===== src/include/mmio_defines.svh =====
`ifndef MMIO_DEFINES_SVH
`define MMIO_DEFINES_SVH

// Packet sizes on the two bulk pipes, fixed by the command protocol

// Command, byte 0 holds tag and code
// then 3 address bytes and 2 value bytes, LSB first
`define MMIO_CMD_BYTES 6

// Response, byte 0 holds tag, err and code
// then 2 value bytes, LSB first
`define MMIO_RSP_BYTES 3

// Identifier returned by QUERY
`define MMIO_DEVICE_ID 16'hB51C

`endif


===== src/mmio_pkg.sv =====
package mmio_pkg;

  // Low two bits of command byte 0
  typedef enum logic [1:0] {
    GET   = 2'd0,  // APB read
    SET   = 2'd1,  // APB write
    READY = 2'd2,  // Count of completed commands
    QUERY = 2'd3   // Device identifier
  } cmd_code_e;

  // Decoded command, as assembled by the Bulk-Out endpoint
  typedef struct packed {
    cmd_code_e   code;
    logic [3:0]  tag;
    logic [23:0] addr;
    logic [15:0] value;
  } mmio_cmd_t;

  // Response, serialized by the Bulk-In endpoint
  typedef struct packed {
    logic [3:0]  tag;    // Echoed from the command
    logic [1:0]  code;   // Echoed from the command
    logic        err;    // APB slave error
    logic [15:0] value;
  } mmio_rsp_t;

  // One byte beat of a bulk stream
  typedef struct packed {
    logic [7:0] tdata;
    logic       tkeep;
    logic       tlast;
  } usb_beat_t;

  // APB requester side
  typedef struct packed {
    logic [23:0] paddr;
    logic        pwrite;
    logic        penable;
    logic        psel;
    logic [1:0]  pstrb;
    logic [15:0] pwdata;
  } apb_req_t;

  // APB target side
  typedef struct packed {
    logic        pready;
    logic        pslverr;
    logic [15:0] prdata;
  } apb_rsp_t;

endpackage


===== src/mmio_ep_out.sv =====
`timescale 1ns/1ps
`include "mmio_defines.svh"

// Bulk-Out endpoint, assembles one command packet at a time
module mmio_ep_out (
  input  logic                clock,
  input  logic                reset,

  input  logic                set_conf_i,  // Configure, also clears a stall
  input  logic                clr_conf_i,

  input  logic                usb_valid_i,
  output logic                usb_ready_o,
  input  mmio_pkg::usb_beat_t usb_i,

  output logic                cmd_vld_o,   // Held until cmd_ack_i
  output mmio_pkg::mmio_cmd_t cmd_o,
  input  logic                cmd_ack_i,   // Response fully sent

  output logic                ready_o,
  output logic                stalled_o
);

  localparam logic [2:0] LAST_IDX = 3'(`MMIO_CMD_BYTES - 1);

  logic en_q;     // Endpoint configured
  logic stall_q;  // Sticky, framing error seen
  logic pend_q;   // Command waiting for its response
  logic [2:0] cnt_q;
  logic [8*`MMIO_CMD_BYTES-1:0] sh_q;  // Byte 0 ends up in the low byte

  logic xfer_w;
  logic last_w;
  logic bad_w;
  logic good_w;

  assign xfer_w = usb_valid_i && usb_ready_o;
  assign last_w = cnt_q == LAST_IDX;

  // tlast must fall on the last command byte and nowhere else
  assign bad_w  = xfer_w && (usb_i.tlast != last_w);
  assign good_w = xfer_w && last_w && usb_i.tlast && !stall_q;

  // No new bytes while a command is in flight
  assign usb_ready_o = en_q && !pend_q;
  assign ready_o     = en_q && !stall_q;
  assign stalled_o   = stall_q;
  assign cmd_vld_o   = pend_q;

  always_ff @(posedge clock) begin
    if (reset) begin
      en_q <= 1'b0;
    end else if (set_conf_i) begin
      en_q <= 1'b1;
    end else if (clr_conf_i) begin
      en_q <= 1'b0;
    end
  end

  // Stall only clears on a fresh configuration
  always_ff @(posedge clock) begin
    if (reset || set_conf_i) begin
      stall_q <= 1'b0;
    end else if (bad_w) begin
      stall_q <= 1'b1;
    end
  end

  always_ff @(posedge clock) begin
    if (reset || clr_conf_i || cmd_ack_i) begin
      pend_q <= 1'b0;
    end else if (good_w) begin
      pend_q <= 1'b1;  // cmd_vld_o the cycle after byte 5
    end
  end

  // Byte position within the packet, restarts on tlast
  always_ff @(posedge clock) begin
    if (reset || set_conf_i || clr_conf_i) begin
      cnt_q <= 3'd0;
    end else if (xfer_w) begin
      if (usb_i.tlast || last_w) begin
        cnt_q <= 3'd0;
      end else begin
        cnt_q <= cnt_q + 3'd1;
      end
    end
  end

  // Shift right, newest byte enters at the top
  always_ff @(posedge clock) begin
    if (xfer_w) begin
      sh_q <= {usb_i.tdata, sh_q[8*`MMIO_CMD_BYTES-1:8]};
    end
  end

  // Field layout of a complete packet
  assign cmd_o.code  = mmio_pkg::cmd_code_e'(sh_q[1:0]);
  assign cmd_o.tag   = sh_q[7:4];    // Upper nibble of byte 0
  assign cmd_o.addr  = sh_q[31:8];   // Bytes 1 to 3
  assign cmd_o.value = sh_q[47:32];  // Bytes 4 and 5

endmodule


===== src/mmio_ep_in.sv =====
`timescale 1ns/1ps
`include "mmio_defines.svh"

// Bulk-In endpoint, sends each response as three byte beats
module mmio_ep_in (
  input  logic                clock,
  input  logic                reset,

  input  logic                set_conf_i,
  input  logic                clr_conf_i,

  input  logic                rsp_vld_i,   // Result known this cycle
  input  mmio_pkg::mmio_rsp_t rsp_i,
  output logic                rsp_sent_o,  // Pulse on the tlast beat

  output logic                usb_valid_o,
  input  logic                usb_ready_i,
  output mmio_pkg::usb_beat_t usb_o,

  output logic                ready_o
);

  localparam logic [1:0] LAST_BEAT = 2'(`MMIO_RSP_BYTES - 1);

  logic en_q;
  logic busy_q;  // Response being sent
  logic [1:0] beat_q;
  mmio_pkg::mmio_rsp_t rsp_q;

  logic load_w;
  logic xfer_w;
  logic last_w;

  // Responses are dropped while unconfigured
  assign load_w = rsp_vld_i && en_q && !busy_q;
  assign xfer_w = busy_q && usb_ready_i;
  assign last_w = beat_q == LAST_BEAT;

  assign rsp_sent_o  = xfer_w && last_w;
  assign usb_valid_o = busy_q;
  assign ready_o     = en_q;

  always_ff @(posedge clock) begin
    if (reset) begin
      en_q <= 1'b0;
    end else if (set_conf_i) begin
      en_q <= 1'b1;
    end else if (clr_conf_i) begin
      en_q <= 1'b0;
    end
  end

  always_ff @(posedge clock) begin
    if (reset || clr_conf_i) begin
      busy_q <= 1'b0;
      beat_q <= 2'd0;
    end else if (load_w) begin
      busy_q <= 1'b1;  // First byte valid next cycle
      beat_q <= 2'd0;
    end else if (xfer_w) begin
      if (last_w) begin
        busy_q <= 1'b0;
        beat_q <= 2'd0;
      end else begin
        beat_q <= beat_q + 2'd1;  // Beat only advances on a transfer
      end
    end
  end

  always_ff @(posedge clock) begin
    if (load_w) begin
      rsp_q <= rsp_i;
    end
  end

  // Beat mux
  always_comb begin
    case (beat_q)
      2'd0:    usb_o.tdata = {rsp_q.tag, 1'b0, rsp_q.err, rsp_q.code};
      2'd1:    usb_o.tdata = rsp_q.value[7:0];
      default: usb_o.tdata = rsp_q.value[15:8];
    endcase
    usb_o.tkeep = 1'b1;
    usb_o.tlast = last_w;
  end

endmodule


===== src/cmd_to_apb.sv =====
`timescale 1ns/1ps

// APB requester, one read or write per start pulse
module cmd_to_apb (
  input  logic                clock,
  input  logic                reset,

  input  logic                start_i,  // Single cycle, GET or SET only
  input  mmio_pkg::mmio_cmd_t cmd_i,

  output mmio_pkg::apb_req_t  apb_o,
  input  mmio_pkg::apb_rsp_t  apb_i,

  output logic                done_o,   // Pulse, results valid with it
  output logic [15:0]         rdata_o,
  output logic                err_o
);

  localparam logic [1:0] S_IDLE   = 2'd0;
  localparam logic [1:0] S_SETUP  = 2'd1;
  localparam logic [1:0] S_ACCESS = 2'd2;

  logic [1:0] state_q;
  logic done_q;

  logic [23:0] paddr_q;
  logic        pwrite_q;
  logic [15:0] pwdata_q;
  logic [15:0] rdata_q;
  logic        err_q;

  logic end_w;

  assign end_w = state_q == S_ACCESS && apb_i.pready;  // Last access cycle

  always_ff @(posedge clock) begin
    if (reset) begin
      state_q <= S_IDLE;
      done_q  <= 1'b0;
    end else begin
      done_q <= end_w;
      case (state_q)
        S_IDLE:   if (start_i) state_q <= S_SETUP;
        S_SETUP:  state_q <= S_ACCESS;  // Setup is always one cycle
        S_ACCESS: if (apb_i.pready) state_q <= S_IDLE;
        default:  state_q <= S_IDLE;
      endcase
    end
  end

  // Address and write data latched at start
  always_ff @(posedge clock) begin
    if (state_q == S_IDLE && start_i) begin
      paddr_q  <= cmd_i.addr;
      pwrite_q <= cmd_i.code == mmio_pkg::SET;
      pwdata_q <= cmd_i.value;
    end
  end

  // Read data and error sampled with pready
  always_ff @(posedge clock) begin
    if (end_w) begin
      rdata_q <= apb_i.prdata;
      err_q   <= apb_i.pslverr;
    end
  end

  assign apb_o.paddr   = paddr_q;
  assign apb_o.pwrite  = pwrite_q;
  assign apb_o.penable = state_q == S_ACCESS;
  assign apb_o.psel    = state_q != S_IDLE;
  assign apb_o.pstrb   = pwrite_q ? 2'b11 : 2'b00;  // Both lanes on writes
  assign apb_o.pwdata  = pwdata_q;

  assign done_o  = done_q;
  assign rdata_o = rdata_q;
  assign err_o   = err_q;

endmodule


===== src/usb_mmio.sv =====
`timescale 1ns/1ps
`include "mmio_defines.svh"

// USB bulk command bridge to APB registers, one command at a time
module usb_mmio (
  input  logic                clock,
  input  logic                reset,

  input  logic                ep_out_set_conf_i,
  input  logic                ep_out_clr_conf_i,
  input  logic                ep_in_set_conf_i,
  input  logic                ep_in_clr_conf_i,
  output logic                ep_out_ready_o,
  output logic                ep_out_stalled_o,
  output logic                ep_in_ready_o,

  // Bulk-Out, commands from host
  input  logic                usb_valid_i,
  output logic                usb_ready_o,
  input  mmio_pkg::usb_beat_t usb_i,

  // Bulk-In, responses to host
  output logic                usb_valid_o,
  input  logic                usb_ready_i,
  output mmio_pkg::usb_beat_t usb_o,

  output mmio_pkg::apb_req_t  apb_o,
  input  mmio_pkg::apb_rsp_t  apb_i
);

  // One-hot states
  localparam logic [3:0] ST_IDLE = 4'b0001;
  localparam logic [3:0] ST_APB  = 4'b0010;
  localparam logic [3:0] ST_RESP = 4'b0100;
  localparam logic [3:0] ST_HALT = 4'b1000;

  logic [3:0] state_q;
  logic start_q;            // Kicks the APB requester
  logic [15:0] done_cnt_q;  // Completed commands, wraps

  mmio_pkg::mmio_cmd_t cmd_w;
  mmio_pkg::mmio_rsp_t rsp_w;
  logic cmd_vld_w;
  logic cmd_ack_w;
  logic out_rdy_w;
  logic in_rdy_w;
  logic en_w;
  logic take_w;
  logic apb_cmd_w;
  logic apb_done_w;
  logic apb_err_w;
  logic [15:0] apb_rdata_w;
  logic rsp_vld_w;
  logic rsp_sent_w;

  assign en_w      = out_rdy_w && in_rdy_w;  // Both pipes usable
  assign take_w    = state_q == ST_IDLE && en_w && cmd_vld_w;
  assign apb_cmd_w = cmd_w.code == mmio_pkg::GET || cmd_w.code == mmio_pkg::SET;

  // Result known: at once for READY/QUERY, at done for APB
  assign rsp_vld_w = (take_w && !apb_cmd_w) || (state_q == ST_APB && en_w && apb_done_w);
  assign cmd_ack_w = state_q == ST_RESP && rsp_sent_w;

  assign ep_out_ready_o = out_rdy_w;
  assign ep_in_ready_o  = in_rdy_w;

  always_ff @(posedge clock) begin
    if (reset || !en_w) begin
      state_q <= ST_HALT;  // Either endpoint lost
    end else begin
      case (state_q)
        ST_HALT: state_q <= ST_IDLE;
        ST_IDLE: if (cmd_vld_w) state_q <= apb_cmd_w ? ST_APB : ST_RESP;
        ST_APB:  if (apb_done_w) state_q <= ST_RESP;
        ST_RESP: if (rsp_sent_w) state_q <= ST_IDLE;
        default: state_q <= ST_HALT;
      endcase
    end
  end

  always_ff @(posedge clock) begin
    if (reset) begin
      start_q    <= 1'b0;
      done_cnt_q <= 16'd0;
    end else begin
      start_q <= take_w && apb_cmd_w;  // psel one cycle after leaving IDLE
      if (cmd_ack_w) begin
        done_cnt_q <= done_cnt_q + 16'd1;
      end
    end
  end

  // Response built from the command and the APB result
  always_comb begin
    rsp_w.tag  = cmd_w.tag;
    rsp_w.code = cmd_w.code;
    rsp_w.err  = 1'b0;
    case (cmd_w.code)
      mmio_pkg::GET: begin
        rsp_w.value = apb_rdata_w;
        rsp_w.err   = apb_err_w;
      end
      mmio_pkg::SET: begin
        rsp_w.value = cmd_w.value;  // Echo of the written word
        rsp_w.err   = apb_err_w;
      end
      mmio_pkg::READY: rsp_w.value = done_cnt_q;  // Excludes this one
      default:         rsp_w.value = `MMIO_DEVICE_ID;
    endcase
  end

  mmio_ep_out u_ep_out (
    .clock       (clock),
    .reset       (reset),
    .set_conf_i  (ep_out_set_conf_i),
    .clr_conf_i  (ep_out_clr_conf_i),
    .usb_valid_i (usb_valid_i),
    .usb_ready_o (usb_ready_o),
    .usb_i       (usb_i),
    .cmd_vld_o   (cmd_vld_w),
    .cmd_o       (cmd_w),
    .cmd_ack_i   (cmd_ack_w),  // Frees the Bulk-Out pipe
    .ready_o     (out_rdy_w),
    .stalled_o   (ep_out_stalled_o)
  );

  mmio_ep_in u_ep_in (
    .clock       (clock),
    .reset       (reset),
    .set_conf_i  (ep_in_set_conf_i),
    .clr_conf_i  (ep_in_clr_conf_i),
    .rsp_vld_i   (rsp_vld_w),
    .rsp_i       (rsp_w),
    .rsp_sent_o  (rsp_sent_w),
    .usb_valid_o (usb_valid_o),
    .usb_ready_i (usb_ready_i),
    .usb_o       (usb_o),
    .ready_o     (in_rdy_w)
  );

  cmd_to_apb u_cmd_to_apb (
    .clock   (clock),
    .reset   (reset),
    .start_i (start_q),
    .cmd_i   (cmd_w),  // Stable while the command is pending
    .apb_o   (apb_o),
    .apb_i   (apb_i),
    .done_o  (apb_done_w),
    .rdata_o (apb_rdata_w),
    .err_o   (apb_err_w)
  );

endmodule


===== config.mk =====
export PLATFORM = sky130hd
export DESIGN_NAME = usb_mmio
export DESIGN_NICKNAME = d
export VERILOG_FILES = /design/src/mmio_pkg.sv /design/src/mmio_ep_out.sv /design/src/mmio_ep_in.sv /design/src/cmd_to_apb.sv /design/src/usb_mmio.sv
export VERILOG_INCLUDE_DIRS = /design/src /design/src/include
export SDC_FILE = /design/constraint.sdc
export NUM_CORES = 1
export LEC_CHECK = 0
export ABC_AREA = 1
export BUFFER_PORTS_ARGS = -buffer_cell sky130_fd_sc_hd__clkbuf_2
export CORE_ASPECT_RATIO = 1.2
export CORE_MARGIN = 5
export CORE_UTILIZATION = 60
export CTS_CLUSTER_DIAMETER = 200
export CTS_CLUSTER_SIZE = 28
export DETAILED_ROUTE_END_ITERATION = 7
export GPL_TIMING_DRIVEN = 0
export PLACE_DENSITY = 0.84
export SKIP_CTS_REPAIR_TIMING = 1
export SLEW_MARGIN = 40
export SYNTH_ARGS = -nofsm -noshare
export SYNTH_HDL_FRONTEND = slang
export SYNTH_SLANG_ARGS = --single-unit

===== constraint.sdc =====
create_clock -name clock -period 7.18 [get_ports clock]
set_input_delay 0.359 -clock clock [delete_from_list [all_inputs] [get_ports clock]]
set_output_delay 0.359 -clock clock [all_outputs]
set_load 0.02 [all_outputs]

# Word level (Yosys, flattened, before mapping)
# Index checks and enable logic that the tools add are counted.
# W data, S select, Z words.
# classes
n_eq_ne,17
n_reduce_logical,48
n_mux,20
n_addsub,3
# ops
cell,n
$pmux W16 S3,1
$logic_and A1 B1 Y1,21
$add A16 B1 Y16 const B,1
$pmux W4 S4,1
$pmux W8 S2,1
$mux W4,3
$reduce_bool A2 Y1,5
$logic_or A1 B1 Y1,9
$mux W2,4
$mux W1,7
$eq A2 B1 Y1 const B,3
$eq A2 B2 Y1 const B,3
$logic_not A2 Y1,3
$mux W3,2
$ne A2 B1 Y1 const B,3
$pmux W2 S3,1
$logic_not A1 Y1,5
$eq A4 B1 Y1 const B,1
$eq A4 B2 Y1 const B,1
$eq A4 B3 Y1 const B,1
$eq A4 B4 Y1 const B,1
$ne A2 B2 Y1 const B,2
$reduce_and A2 Y1,2
$reduce_or A2 Y1,2
5 further kinds,5
# totals
register_bits,163
inputBits,36
elab_cells,110

# Logic depth before layout (Yosys ltp)
# depth
word_depth,11
mapped_depth,9

# By module
# From an unflattened synthesis, not the netlist that was laid out.
# hier_totals
hier_cells,501
hier_area_um2,6157.2
# by_module_without_submodules
mod,instances,area_each_um2,seq_area_each_um2,cells_per_inst
cmd_to_apb,1,1910.6,1801.7,82
mmio_ep_out,1,1714.1,1501.4,93
usb_mmio,1,1475.2,420.4,240
mmio_ep_in,1,1057.3,770.7,86

# Worst setup path before layout
# No wires, ideal clock.
# synth_timing
path_type,register to register
start,register u_cmd_to_apb.state_q[0]
end,"register u_cmd_to_apb.paddr_q[0], enable pin"
path_buffers,0
synth_period_minus_slack_ns,2.766
arrival_time_ns,2.327
path_slack_ns,4.414
stages_incl_launch_ff,4
path_cell_list,dfxtp_1 nor2_1 inv_1 nor2_1
# synth_via
elab_chain_len,2
# synth_lines
element,line,rtl
start: declaration,cmd_to_apb.sv:23,logic [1:0] state_q;
start signal: assignment,cmd_to_apb.sv:38,state_q <= S_IDLE;
start signal: assignment,cmd_to_apb.sv:43,S_IDLE: if (start_i) state_q <= S_SETUP;
start signal: assignment,cmd_to_apb.sv:44,S_SETUP: state_q <= S_ACCESS;
$logic_not A2 Y1,cmd_to_apb.sv:53,if (state_q == S_IDLE && start_i) begin
$logic_and A1 B1 Y1,cmd_to_apb.sv:53,
end signal: assignment,cmd_to_apb.sv:54,paddr_q <= cmd_i.addr;
end: declaration,cmd_to_apb.sv:26,logic [23:0] paddr_q;
# Every way passes these cells.
# A chain may end at the register's enable or synchronous reset.

==> impl_metrics.yaml <==
run_status:
  status: "finished clean"
cells_and_area:
  finish.instance_area_sq_um: 7336
  drive_above_1_share_pct: 25.45
  layout_common_cells: "127 x edfxtp_1, 103 x nand2_1, 94 x clkbuf_2"
  nets: 644
  final_common_cell: "edfxtp_1"
  area_growth_pct: 21.69
  antennaDiodeCount: 0
timing:
  max_freq_mhz: 429.5
  skew_ns: 0.009859
  final-max-slew-violation-count: 0
  setup_violations: 0
  max_slew_margin_pct: 46.88
  hold_viol_final: 0
  setup-tns-final_ns: 0
  tightest_slew_ns: 0.7939
  grt_setup_unrepaired: "no"
  period_minus_slack_ns: 2.328
  whs_ns: 0.1006
  period_share_pct: 32.43
die:
  dieArea_sq_um: 12160
  rows: 40
  start_util_pct: 60.83
  die_h_um: 119.8
  io_pins: 96
  dieWidth_um: 101.5
  core_sq_um: 9910
drt:
  via_per_inst: 5.382
  routedWlPerCell_um: 17.48
  drtAntennaViolNets: 0
  wirelength_um: 12990
  drc: 0
  drtIter0Drc: 307
  via_count: 3999
  drt-pass1-iter-count: 5
setup_path:
  critPathLaunch: "u_ep_in.beat_q[0]"
  required_ns: 6.82
  cp_max_fo: 8
  arrival_ns: 1.97
  crit_chain: "inv_1, nor2_1, a22o_1, clkbuf_2"
  end_kind: "output pin"
  slowest_delay_ns: 0.61
  cpMaxStageDelayCell: "nor2_1"
  start_kind: "register"
  rr_startpoint: "state_q[3]"
  critical_path_class: "register to output pin"
global_route:
  track_usage_pct: 23.07
  antenna_found_initial: 0
  grt_pass1_wl_um: 20630
  grt_overflow: 0
  grt_pass1_vias: 4108
  grt_max_degree: 46
clocking:
  clock-root-buffer: "clkbuf_16"
  clk_path_buf_depth: 2
  cts_buffers: 17
  clock_sinks: 161
  cts.reportedPaths.clkPinSlew_ns: 0.07
  cts_tree: "done"
  clkLatencyLatePin_ns: 0.43
  htree_levels: 4
place:
  place_congestion: 0.8592
  port_buffers: 93
  hpwl_um: 8863
  placedInstanceArea_sq_um: 6741
synth:
  yosys_warnings: 0
  synth_cell_types: 31
  synth.avg_cell_area_sq_um: 12.38
  synthesis.nets: 527
  syn_area_sq_um: 6028
  synth_cells: 487
  ys_ff_latch: 161
  ys_seq_area_share_pct: 74.55
power_and_ir_drop:
  pwr-share-clk_pct: 45.8
  p_switching_uw: 439.7
  powerDensity_nw_per_um2: 267.7
  power_frac_seq_pct: 52.0
  p_leak_uw: 0.002829
  swShare_pct: 22.39
  p_int_uw: 1524
  vdd_drop_max_mv: 0.1727
  combPwrFrac_pct: 2.2
worst_hold_path:
  hp-start: "apb_i[4]"
  hold_path.class: "input port to register"
job:
  maxCapViolations: 0
==> metal layers <==
| layer | vias to the layer above | part of all wire [%] | global-route usage [%] |
|---|---|---|---|
| li1 | 1904 | - | - |
| met1 | 1895 | 38 | 27.46 |
| met2 | 179 | 53 | 39.08 |
| met3 | 21 | 7.7 | 6.279 |
| met4 | 0 | 2.0 | 9.726 |
| met5 | - | 0 | 0 |
==> path summary, 6_finish.rpt <==
kind / cells after the start / slack, ns / end
min reg2reg: 0 / 0.42 / u_ep_in.rsp_q[19]
min: 1 / 0.10 / u_cmd_to_apb.rdata_o[4]
max reg2reg: 7 / 5.35 / u_ep_in.rsp_q[22]
max: 4 / 4.85 / usb_o[5]
==> final cells by class <==
class	instances	area, sq um
multi-input cells	257	1261
clock buffers	17	425.4
flip-flops and latches	161	4494
repair buffers	98	540.5
fillers	633	2574
plain buffers	12	71.32
clock inverters	15	168.9
well taps	126	157.7
inverters	57	216.5
==> Yosys cell counts <==
| cell | instances | area (sq um) |
|---|---|---|
| edfxtp_1 | 127 | 3814 |
| nand2_1 | 103 | 386.6 |
| inv_1 | 56 | 210.2 |
| nor2_1 | 47 | 176.4 |
| dfxtp_1 | 34 | 680.7 |
| nand3_1 | 21 | 105.1 |
| o21ai_0 | 17 | 85.08 |
| nor3_1 | 12 | 60.06 |
| a21oi_1 | 10 | 50.05 |
| nand4_1 | 7 | 43.79 |
| o2111ai_1 | 7 | 61.31 |
| o211ai_1 | 7 | 52.55 |
| buf_2 | 5 | 25.02 |
| buf_4 | 5 | 37.54 |
| ha_1 | 4 | 50.05 |
| nor2_4 | 4 | 45.04 |
| xor2_1 | 3 | 26.28 |
| a211oi_1 | 2 | 15.01 |
| nand2_2 | 2 | 12.51 |
| nor2_2 | 2 | 12.51 |
| nor4_1 | 2 | 12.51 |
| a22o_1 | 1 | 8.760 |
| and3_1 | 1 | 6.260 |
| clkbuf_1 | 1 | 3.750 |
| clkbuf_2 | 1 | 5.000 |
| conb_1 | 1 | 3.750 |
| inv_2 | 1 | 3.750 |
| nand2_4 | 1 | 11.26 |
| nand3_2 | 1 | 10.01 |
| nor3b_1 | 1 | 7.510 |
| or2_2 | 1 | 6.260 |
==> metrics by stage <==
stage                     setup slack (ns)  util [%]  std cells  power [uW]
final                                4.852     74.03        743        1964
after global routing                 4.742     74.03        743        2023
after CTS                            4.862     74.03        743        1970
after detailed placement             5.117     68.03        711        1083
after global placement               3.587     67.12        706        1080
after floorplan                      4.414         -        487        1060
==> sequential cells by signal, indices dropped and copies added (netlist names), 2 cells and up <==
signal / flops
u_ep_in.rsp_q: 23
done_cnt_q: 16
u_ep_out.cnt_q: 3
u_cmd_to_apb.paddr_q: 24
u_cmd_to_apb.rdata_o: 16
state_q: 4
u_cmd_to_apb.pwdata_q: 16
u_cmd_to_apb.state_q: 2
u_ep_out.sh_q: 46
u_ep_in.beat_q: 2
==> critical path, delay by kind of cell (launching register included) <==
kind	cells	cell delay, ns
simple gates	1	0.61
flops	1	0.37
buf+inv	2	0.29
compound gates	1	0.26
==> kinds of logic (layout without fill, tap and decap cells) <==
logic type                 count (synthesis)  in the layout  synth area share (%)
xor gates and xnor gates                   3              3                0.4359
other                                      1              1               0.06221
AOI/OAI and AO/OA                         44             44                 4.525
DFF                                      161            161                 74.55
buffers and inverters                     69            199                 4.732
adders and majority gates                  4              4                0.8303
and+or+nand+nor                          205            205                 14.86
==> power groups by stage <==
stage	clock, uW	sequential, uW	combinational, uW
floorplan	0	1040	21.6
detailed placement	0	1040	42.8
global route	953	1020	48.1
finish	900	1020	43.2
CTS	906	1020	43.2
global placement	0	1040	39.3
No activity file was read; power rests on OpenSTA's default activity.
